`config.mk`:
```
export PLATFORM = sky130hd
export DESIGN_NAME = exe_backend
export DESIGN_NICKNAME = d
export VERILOG_FILES = /design/src/design/exe_pkg.sv /design/src/design/int_issue.sv /design/src/design/int_alu.sv /design/src/design/mul_stage.sv /design/src/design/exe_writeback.sv /design/src/design/exe_backend.sv
export SDC_FILE = /design/constraint.sdc
export NUM_CORES = 2
export LEC_CHECK = 0
export BUFFER_PORTS_ARGS = -buffer_cell sky130_fd_sc_hd__buf_4
export CAP_MARGIN = 20
export CORE_UTILIZATION = 60
export DETAILED_ROUTE_END_ITERATION = 7
export PLACE_DENSITY_LB_ADDON = 0.3
export SLEW_MARGIN = 5
export SYNTH_ARGS = -nofsm -noshare
export SYNTH_HDL_FRONTEND = slang
export SYNTH_SLANG_ARGS = --single-unit
```
`constraint.sdc`:
```
create_clock -name clk_i -period 14.1 [get_ports clk_i]
set_input_delay 0.705 -clock clk_i [delete_from_list [all_inputs] [get_ports clk_i]]
set_output_delay 0.705 -clock clk_i [all_outputs]
set_load 0.02 [all_outputs]
```
`src/design/exe_pkg.sv`:
```
// Widths, default parameters, opcode enum, tag, operation, multiply and result structs
package exe_pkg;

	parameter int XLEN = 32;
	parameter int REG_AW = 5;

	// Stage count must divide XLEN
	parameter int DEF_MUL_STAGES = 4;
	parameter int DEF_CREDITS = 4;

	typedef enum logic [3:0] {
		OP_ADD = 4'd0,
		OP_SUB = 4'd1,
		OP_AND = 4'd2,
		OP_OR  = 4'd3,
		OP_XOR = 4'd4,
		OP_SLL = 4'd5,
		OP_SRL = 4'd6,
		OP_SLT = 4'd7,
		OP_MUL = 4'd8
	} exe_op_e;

	// Destination and PC follow every operation down both paths
	typedef struct packed {
		logic [REG_AW-1:0] rd;
		logic [XLEN-1:0]   pc;
	} exe_tag_t;

	typedef struct packed {
		exe_op_e         op;
		logic [XLEN-1:0] a;
		logic [XLEN-1:0] b;
		exe_tag_t        tag;
	} exe_op_t;

	typedef struct packed {
		logic            valid;
		exe_tag_t        tag;
		logic [XLEN-1:0] acc;
		logic [XLEN-1:0] mcand;
		logic [XLEN-1:0] mplier;
	} mul_pipe_t;

	typedef struct packed {
		logic [XLEN-1:0] value;
		exe_tag_t        tag;
		logic            we;
	} exe_result_t;

endpackage

```
`src/design/int_issue.sv`:
```
`timescale 1ns/100ps
// Issue unit with result credits, write-back slot check and dispatch to ALU and multiplier
module int_issue #(
	parameter int MUL_STAGES = exe_pkg::DEF_MUL_STAGES,
	parameter int CREDITS = exe_pkg::DEF_CREDITS
) (
	input  logic                clk_i,
	input  logic                reset_i,
	input  logic                op_valid_i,
	input  exe_pkg::exe_op_t    op_i,
	input  logic                credit_return_i,
	output logic                op_ready_o,
	output logic                alu_valid_o,
	output exe_pkg::exe_op_t    alu_op_o,
	output exe_pkg::mul_pipe_t  mul_o
);

	localparam int CNT_W = $clog2(CREDITS + 1);

	logic [CNT_W-1:0]      credit_cnt;
	logic [MUL_STAGES-2:0] mul_hist;
	logic                  mul_valid_q;
	logic                  is_mul;
	logic                  slot_clash;
	logic                  accept;

	if (MUL_STAGES < 2) begin : g_stage_check
		$error("int_issue needs at least two multiply stages");
	end

	assign is_mul = (op_i.op == exe_pkg::OP_MUL);

	// ALU op would hit write-back together with an older multiply
	assign slot_clash = !is_mul && mul_hist[MUL_STAGES-2];
	assign op_ready_o = (credit_cnt != '0) && !slot_clash;
	assign accept = op_valid_i && op_ready_o;

	always_ff @(posedge clk_i) begin
		if (reset_i) begin
			credit_cnt <= CNT_W'(CREDITS);
		end else if (accept && !credit_return_i) begin
			credit_cnt <= credit_cnt - 1'b1;
		end else if (!accept && credit_return_i) begin
			credit_cnt <= credit_cnt + 1'b1;
		end
	end

	// Bit k set when a multiply was accepted k+1 cycles ago
	always_ff @(posedge clk_i) begin
		if (reset_i) begin
			mul_hist <= '0;
		end else begin
			mul_hist[0] <= accept && is_mul;
			for (int k = 1; k < MUL_STAGES - 1; k++) begin
				mul_hist[k] <= mul_hist[k-1];
			end
		end
	end

	always_ff @(posedge clk_i) begin
		alu_op_o <= op_i;
		if (reset_i) begin
			alu_valid_o <= 1'b0;
			mul_valid_q <= 1'b0;
		end else begin
			alu_valid_o <= accept && !is_mul;
			mul_valid_q <= accept && is_mul;
		end
	end

	// Multiply enters the chain with an empty accumulator
	assign mul_o.valid = mul_valid_q;
	assign mul_o.tag = alu_op_o.tag;
	assign mul_o.acc = '0;
	assign mul_o.mcand = alu_op_o.a;
	assign mul_o.mplier = alu_op_o.b;

	a_credit_max: assert property (@(posedge clk_i) disable iff (reset_i)
		credit_cnt <= CNT_W'(CREDITS));

	// Consumer may only return what it was given
	a_no_spare_return: assert property (@(posedge clk_i) disable iff (reset_i)
		credit_return_i |-> credit_cnt != CNT_W'(CREDITS));

endmodule

```
`src/design/int_alu.sv`:
```
`timescale 1ns/100ps
// Registered single-cycle integer ALU
module int_alu (
	input  logic                 clk_i,
	input  logic                 reset_i,
	input  logic                 alu_valid_i,
	input  exe_pkg::exe_op_t     alu_op_i,
	output logic                 alu_valid_o,
	output exe_pkg::exe_result_t alu_result_o
);

	localparam int SH_W = $clog2(exe_pkg::XLEN);

	logic [exe_pkg::XLEN-1:0] op_a;
	logic [exe_pkg::XLEN-1:0] op_b;
	logic [exe_pkg::XLEN-1:0] value;
	logic [SH_W-1:0]          shamt;

	assign op_a = alu_op_i.a;
	assign op_b = alu_op_i.b;
	assign shamt = op_b[SH_W-1:0];

	always_comb begin
		case (alu_op_i.op)
			exe_pkg::OP_ADD: value = op_a + op_b;
			exe_pkg::OP_SUB: value = op_a - op_b;
			exe_pkg::OP_AND: value = op_a & op_b;
			exe_pkg::OP_OR:  value = op_a | op_b;
			exe_pkg::OP_XOR: value = op_a ^ op_b;
			exe_pkg::OP_SLL: value = op_a << shamt;
			exe_pkg::OP_SRL: value = op_a >> shamt;
			// Signed compare
			exe_pkg::OP_SLT: value = {{(exe_pkg::XLEN-1){1'b0}}, $signed(op_a) < $signed(op_b)};
			default:         value = '0;
		endcase
	end

	always_ff @(posedge clk_i) begin
		alu_result_o.value <= value;
		alu_result_o.tag <= alu_op_i.tag;
		alu_result_o.we <= 1'b1;
		if (reset_i) begin
			alu_valid_o <= 1'b0;
		end else begin
			alu_valid_o <= alu_valid_i;
		end
	end

endmodule

```
`src/design/mul_stage.sv`:
```
`timescale 1ns/100ps
// One multiply pipeline stage adding the partial products of its multiplier slice
module mul_stage #(
	parameter int MUL_STAGES = exe_pkg::DEF_MUL_STAGES
) (
	input  logic               clk_i,
	input  logic               reset_i,
	input  exe_pkg::mul_pipe_t stage_i,
	output exe_pkg::mul_pipe_t stage_o
);

	localparam int SLICE = exe_pkg::XLEN / MUL_STAGES;

	logic [exe_pkg::XLEN-1:0] acc_next;

	if (exe_pkg::XLEN % MUL_STAGES != 0) begin : g_split_check
		$error("mul_stage needs MUL_STAGES to divide XLEN");
	end

	// Low bits of the remaining multiplier belong to this stage
	always_comb begin
		acc_next = stage_i.acc;
		for (int i = 0; i < SLICE; i++) begin
			if (stage_i.mplier[i]) begin
				acc_next = acc_next + (stage_i.mcand << i);
			end
		end
	end

	always_ff @(posedge clk_i) begin
		stage_o.tag <= stage_i.tag;
		stage_o.acc <= acc_next;
		stage_o.mcand <= stage_i.mcand << SLICE;
		stage_o.mplier <= stage_i.mplier >> SLICE;
		if (reset_i) begin
			stage_o.valid <= 1'b0;
		end else begin
			stage_o.valid <= stage_i.valid;
		end
	end

endmodule

```
`src/design/exe_writeback.sv`:
```
`timescale 1ns/100ps
// Write-back merge of ALU and multiply results with register zero suppression
module exe_writeback (
	input  logic                 clk_i,
	input  logic                 reset_i,
	input  logic                 alu_valid_i,
	input  exe_pkg::exe_result_t alu_result_i,
	input  exe_pkg::mul_pipe_t   mul_i,
	output logic                 result_valid_o,
	output exe_pkg::exe_result_t result_o
);

	exe_pkg::exe_result_t sel;

	always_comb begin
		if (alu_valid_i) begin
			sel = alu_result_i;
		end else begin
			sel.value = mul_i.acc;
			sel.tag = mul_i.tag;
			sel.we = 1'b1;
		end
		// x0 is hardwired
		if (sel.tag.rd == '0) begin
			sel.we = 1'b0;
		end
	end

	always_ff @(posedge clk_i) begin
		result_o <= sel;
		if (reset_i) begin
			result_valid_o <= 1'b0;
		end else begin
			result_valid_o <= alu_valid_i || mul_i.valid;
		end
	end

	// Issue keeps the two paths out of the same write-back slot
	a_one_source: assert property (@(posedge clk_i) disable iff (reset_i)
		!(alu_valid_i && mul_i.valid));

endmodule

```
`src/design/exe_backend.sv`:
```
`timescale 1ns/100ps
// Integer execute back-end top with issue, ALU, multiply chain and write-back
module exe_backend #(
	parameter int MUL_STAGES = exe_pkg::DEF_MUL_STAGES,
	parameter int CREDITS = exe_pkg::DEF_CREDITS
) (
	input  logic                 clk_i,
	input  logic                 reset_i,
	input  logic                 op_valid_i,
	input  exe_pkg::exe_op_t     op_i,
	output logic                 op_ready_o,
	output logic                 result_valid_o,
	output exe_pkg::exe_result_t result_o,
	input  logic                 credit_return_i
);

	logic                 alu_in_valid;
	exe_pkg::exe_op_t     alu_op;
	logic                 alu_out_valid;
	exe_pkg::exe_result_t alu_result;

	// Entry 0 from issue, last entry into write-back
	exe_pkg::mul_pipe_t mul_chain [0:MUL_STAGES];

	int_issue #(
		.MUL_STAGES (MUL_STAGES),
		.CREDITS    (CREDITS)
	) u_issue (
		.clk_i           (clk_i),
		.reset_i         (reset_i),
		.op_valid_i      (op_valid_i),
		.op_i            (op_i),
		.credit_return_i (credit_return_i),
		.op_ready_o      (op_ready_o),
		.alu_valid_o     (alu_in_valid),
		.alu_op_o        (alu_op),
		.mul_o           (mul_chain[0])
	);

	int_alu u_alu (
		.clk_i        (clk_i),
		.reset_i      (reset_i),
		.alu_valid_i  (alu_in_valid),
		.alu_op_i     (alu_op),
		.alu_valid_o  (alu_out_valid),
		.alu_result_o (alu_result)
	);

	for (genvar k = 0; k < MUL_STAGES; k++) begin : g_mul
		mul_stage #(
			.MUL_STAGES (MUL_STAGES)
		) u_stage (
			.clk_i   (clk_i),
			.reset_i (reset_i),
			.stage_i (mul_chain[k]),
			.stage_o (mul_chain[k+1])
		);
	end

	exe_writeback u_writeback (
		.clk_i          (clk_i),
		.reset_i        (reset_i),
		.alu_valid_i    (alu_out_valid),
		.alu_result_i   (alu_result),
		.mul_i          (mul_chain[MUL_STAGES]),
		.result_valid_o (result_valid_o),
		.result_o       (result_o)
	);

endmodule

```
==> flow_summary.yaml <==
status:
  status: "completed"
logic_synthesis:
  ys_types: 89
  syn_area_um2: 47300
  yosys_most_used_dff: "dfxtp_1"
  synth_edf_count: 0
  ys_warn_count: 0
  syn_avg_cell_area_um2: 8.29
  synth_seq_cells: 590
  synth_cells: 5704
  synth_nets: 6436
  synth-seq-area-share_pct: 25.0
  async_reset_ff_share_pct: 0
worst_hold_path:
  hp-class: "in -> reg"
  whs_path_depth: 1
worst_setup_path:
  cp.required_ns: 14.63
  crit_slowest_cell: "dfxtp_1"
  path_common_cell: "nand2_1"
  worst_ep_arrival_time_ns: 13.71
  worstPathMaxFanout: 15
  max_stage_delay_ns: 0.52
  worst_setup_path_end_kind: "flip-flop"
  crit_type: "reg -> reg"
  startpoint_type: "flip-flop"
  r2r_cells: 60
detailed_routing:
  totalWireLength_um: 151000
  wl_per_cell_um: 21.9
  via_per_inst: 6.38
  via_count: 44100
  drc: 0
  ant_nets: 0
  first_iter_violations: 4165
  firstDrtPassIters: 6
die:
  fp-row-count: 102
  die_w_um: 283
  pin_count: 181
  die_y_um: 283
  start_util_pct: 60.8
  design.core.area_um2: 77700
  dieArea_um2: 79900
timing:
  setup-tns-final_ns: 0
  maxSlewHeadroom_pct: 26.6
  period_needed_ns: 13.18
  finalMaxSlewViolations: 0
  fin_skew_ns: 0.0426
  setup_viol: 0
  fin_ws_ns: 0.916
  fin_crit_sh_pct: 93.5
  fmax_mhz: 75.9
  whs_ns: 0.142
  hold_viol: 0
  worst_pin_slew_ns: 1.09
cells_and_area:
  nNetsFinal: 6541
  post-route-util_pct: 67.1
  mostFrequentLayoutCell: "ha_1"
  area_growth_pct: 10.3
  layout_common_cells: "ha_1 (590), dfxtp_1 (583), a21oi_1 (485), nand2_1 (475), nor2_1 (462)"
  drive_gt1_share_pct: 11.3
placed_design:
  dp_hpwl_um: 113000
  gp_congestion: 1.03
  numPortBuffers: 180
  place_ws_ns: 0.652
clocking:
  htreeDepth: 3
  path_clk_slew_ns: 0.06
  numCtsBuffers: 66
  clk-insertion-delay-late_ns: 0.66
  root_buffer: "clkbuf_16"
  clkSinkCount: 590
  cts_buffer_depth: 3
  cts_tree: "yes"
flow_run:
  maxCapViolCount: 0
grt:
  first_global_vias: 41600
  grt_max_degree: 73
  gr-total-overflow: 0
  grt_usage_pct: 36.9
  antenna_found_initial: 10
  grt_pass1_wl_um: 230000
-- cell type report --
type	count	area [um2]
multi-input combinational	4588	33600
fill	6424	25600
sequential	590	11800
timing repair buffer	249	1920
clock buffer	79	1760
tap	1040	1300
inverter	314	1180
clock inverter	41	604
antenna	1	2.50
-- registers in the layout, summed over array words and instances, names as in the netlist --
name                        cells
u_alu.alu_result_o             32
u_issue.credit_cnt              3
u_writeback.result_valid_o      1
u_issue.alu_valid_o             1
u_issue.mul_hist                3
g_mul.u_stage.stage_o         374
u_alu.alu_valid_o               1
u_writeback.result_o           70
u_issue.alu_op_o              105
-- timing repair --
action / CTS / global route
setup endpoints to repair: 0 / 4
hold buffers: 0 / 0
gates resized for setup: 0 / 15
buffers inserted: 0 / 3
-- critical path, delay by kind of cell (launching register included) --
| family | cells | cell delay, ns |
|---|---|---|
| and+or+nand+nor | 16 | 2.14 |
| buffers and inverters | 4 | 0.72 |
| DFF | 1 | 0.52 |
| AOI/OAI and AO/OA | 24 | 5.69 |
| xor gates and xnor gates | 8 | 1.11 |
| adders and majority gates | 7 | 2.55 |
| muxes | 1 | 0.30 |
-- layer usage --
| layer | vias to the layer above | global-route usage [%] | wire (um) |
|---|---|---|---|
| li1 | 20900 | - | - |
| met1 | 20600 | 45.1 | 59800 |
| met2 | 2037 | 59.5 | 67600 |
| met3 | 591 | 6.18 | 12900 |
| met4 | 4 | 24.8 | 11100 |
| met5 | - | 0 | 24 |
-- synth_stat cells (116+ instances only) --
master / instances / area share [%]
ha_1: 591 / 16
dfxtp_1: 590 / 25
a21oi_1: 486 / 5.1
nand2_1: 475 / 3.8
nor2_1: 462 / 3.7
o21ai_0: 393 / 4.2
inv_1: 303 / 2.4
xnor2_1: 286 / 5.3
mux2_2: 228 / 5.4
a21o_1: 193 / 3.1
clkbuf_1: 175 / 1.4
xor2_1: 119 / 2.2
mux2i_1: 116 / 2.5
-- kinds of logic (layout without fill, tap and decap cells) --
family                   count (synthesis)  after routing  share of synthesized area (%)
AO/OA/AOI/OAI                         1756           1756                           23.9
AND/OR/NAND/NOR                       1445           1445                           13.8
adder cells (fa/ha/maj)                624            624                           17.0
flip-flops                             590            590                           25.0
buffers and inverters                  526            683                           4.20
XOR/XNOR                               411            411                           7.79
multiplexers                           352            352                           8.23
other                                    0              1                              0
-- final timing paths --
kind / from / endpoint / slack (ns)
hold / removal: op_i[92] / u_issue.alu_op_o[92] / 0.14
setup reg to reg: u_issue.alu_op_o[71] / g_mul[0].u_stage.stage_o[95] / 0.92
setup / recovery: u_issue.alu_op_o[71] / g_mul[0].u_stage.stage_o[95] / 0.92
hold reg to reg: g_mul[1].u_stage.stage_o[9] / g_mul[2].u_stage.stage_o[1] / 0.32
-- through the flow --
step                std cells  area [um2]
global route             6901       52200
finish                   6902       52200
CTS                      6896       52000
floorplan                5704       47300
global placement         6776       49700
detailed placement       6776       49700
Power is not shown: default switching activity piles up to over one toggle a cycle in this logic, so the estimate is an artifact.
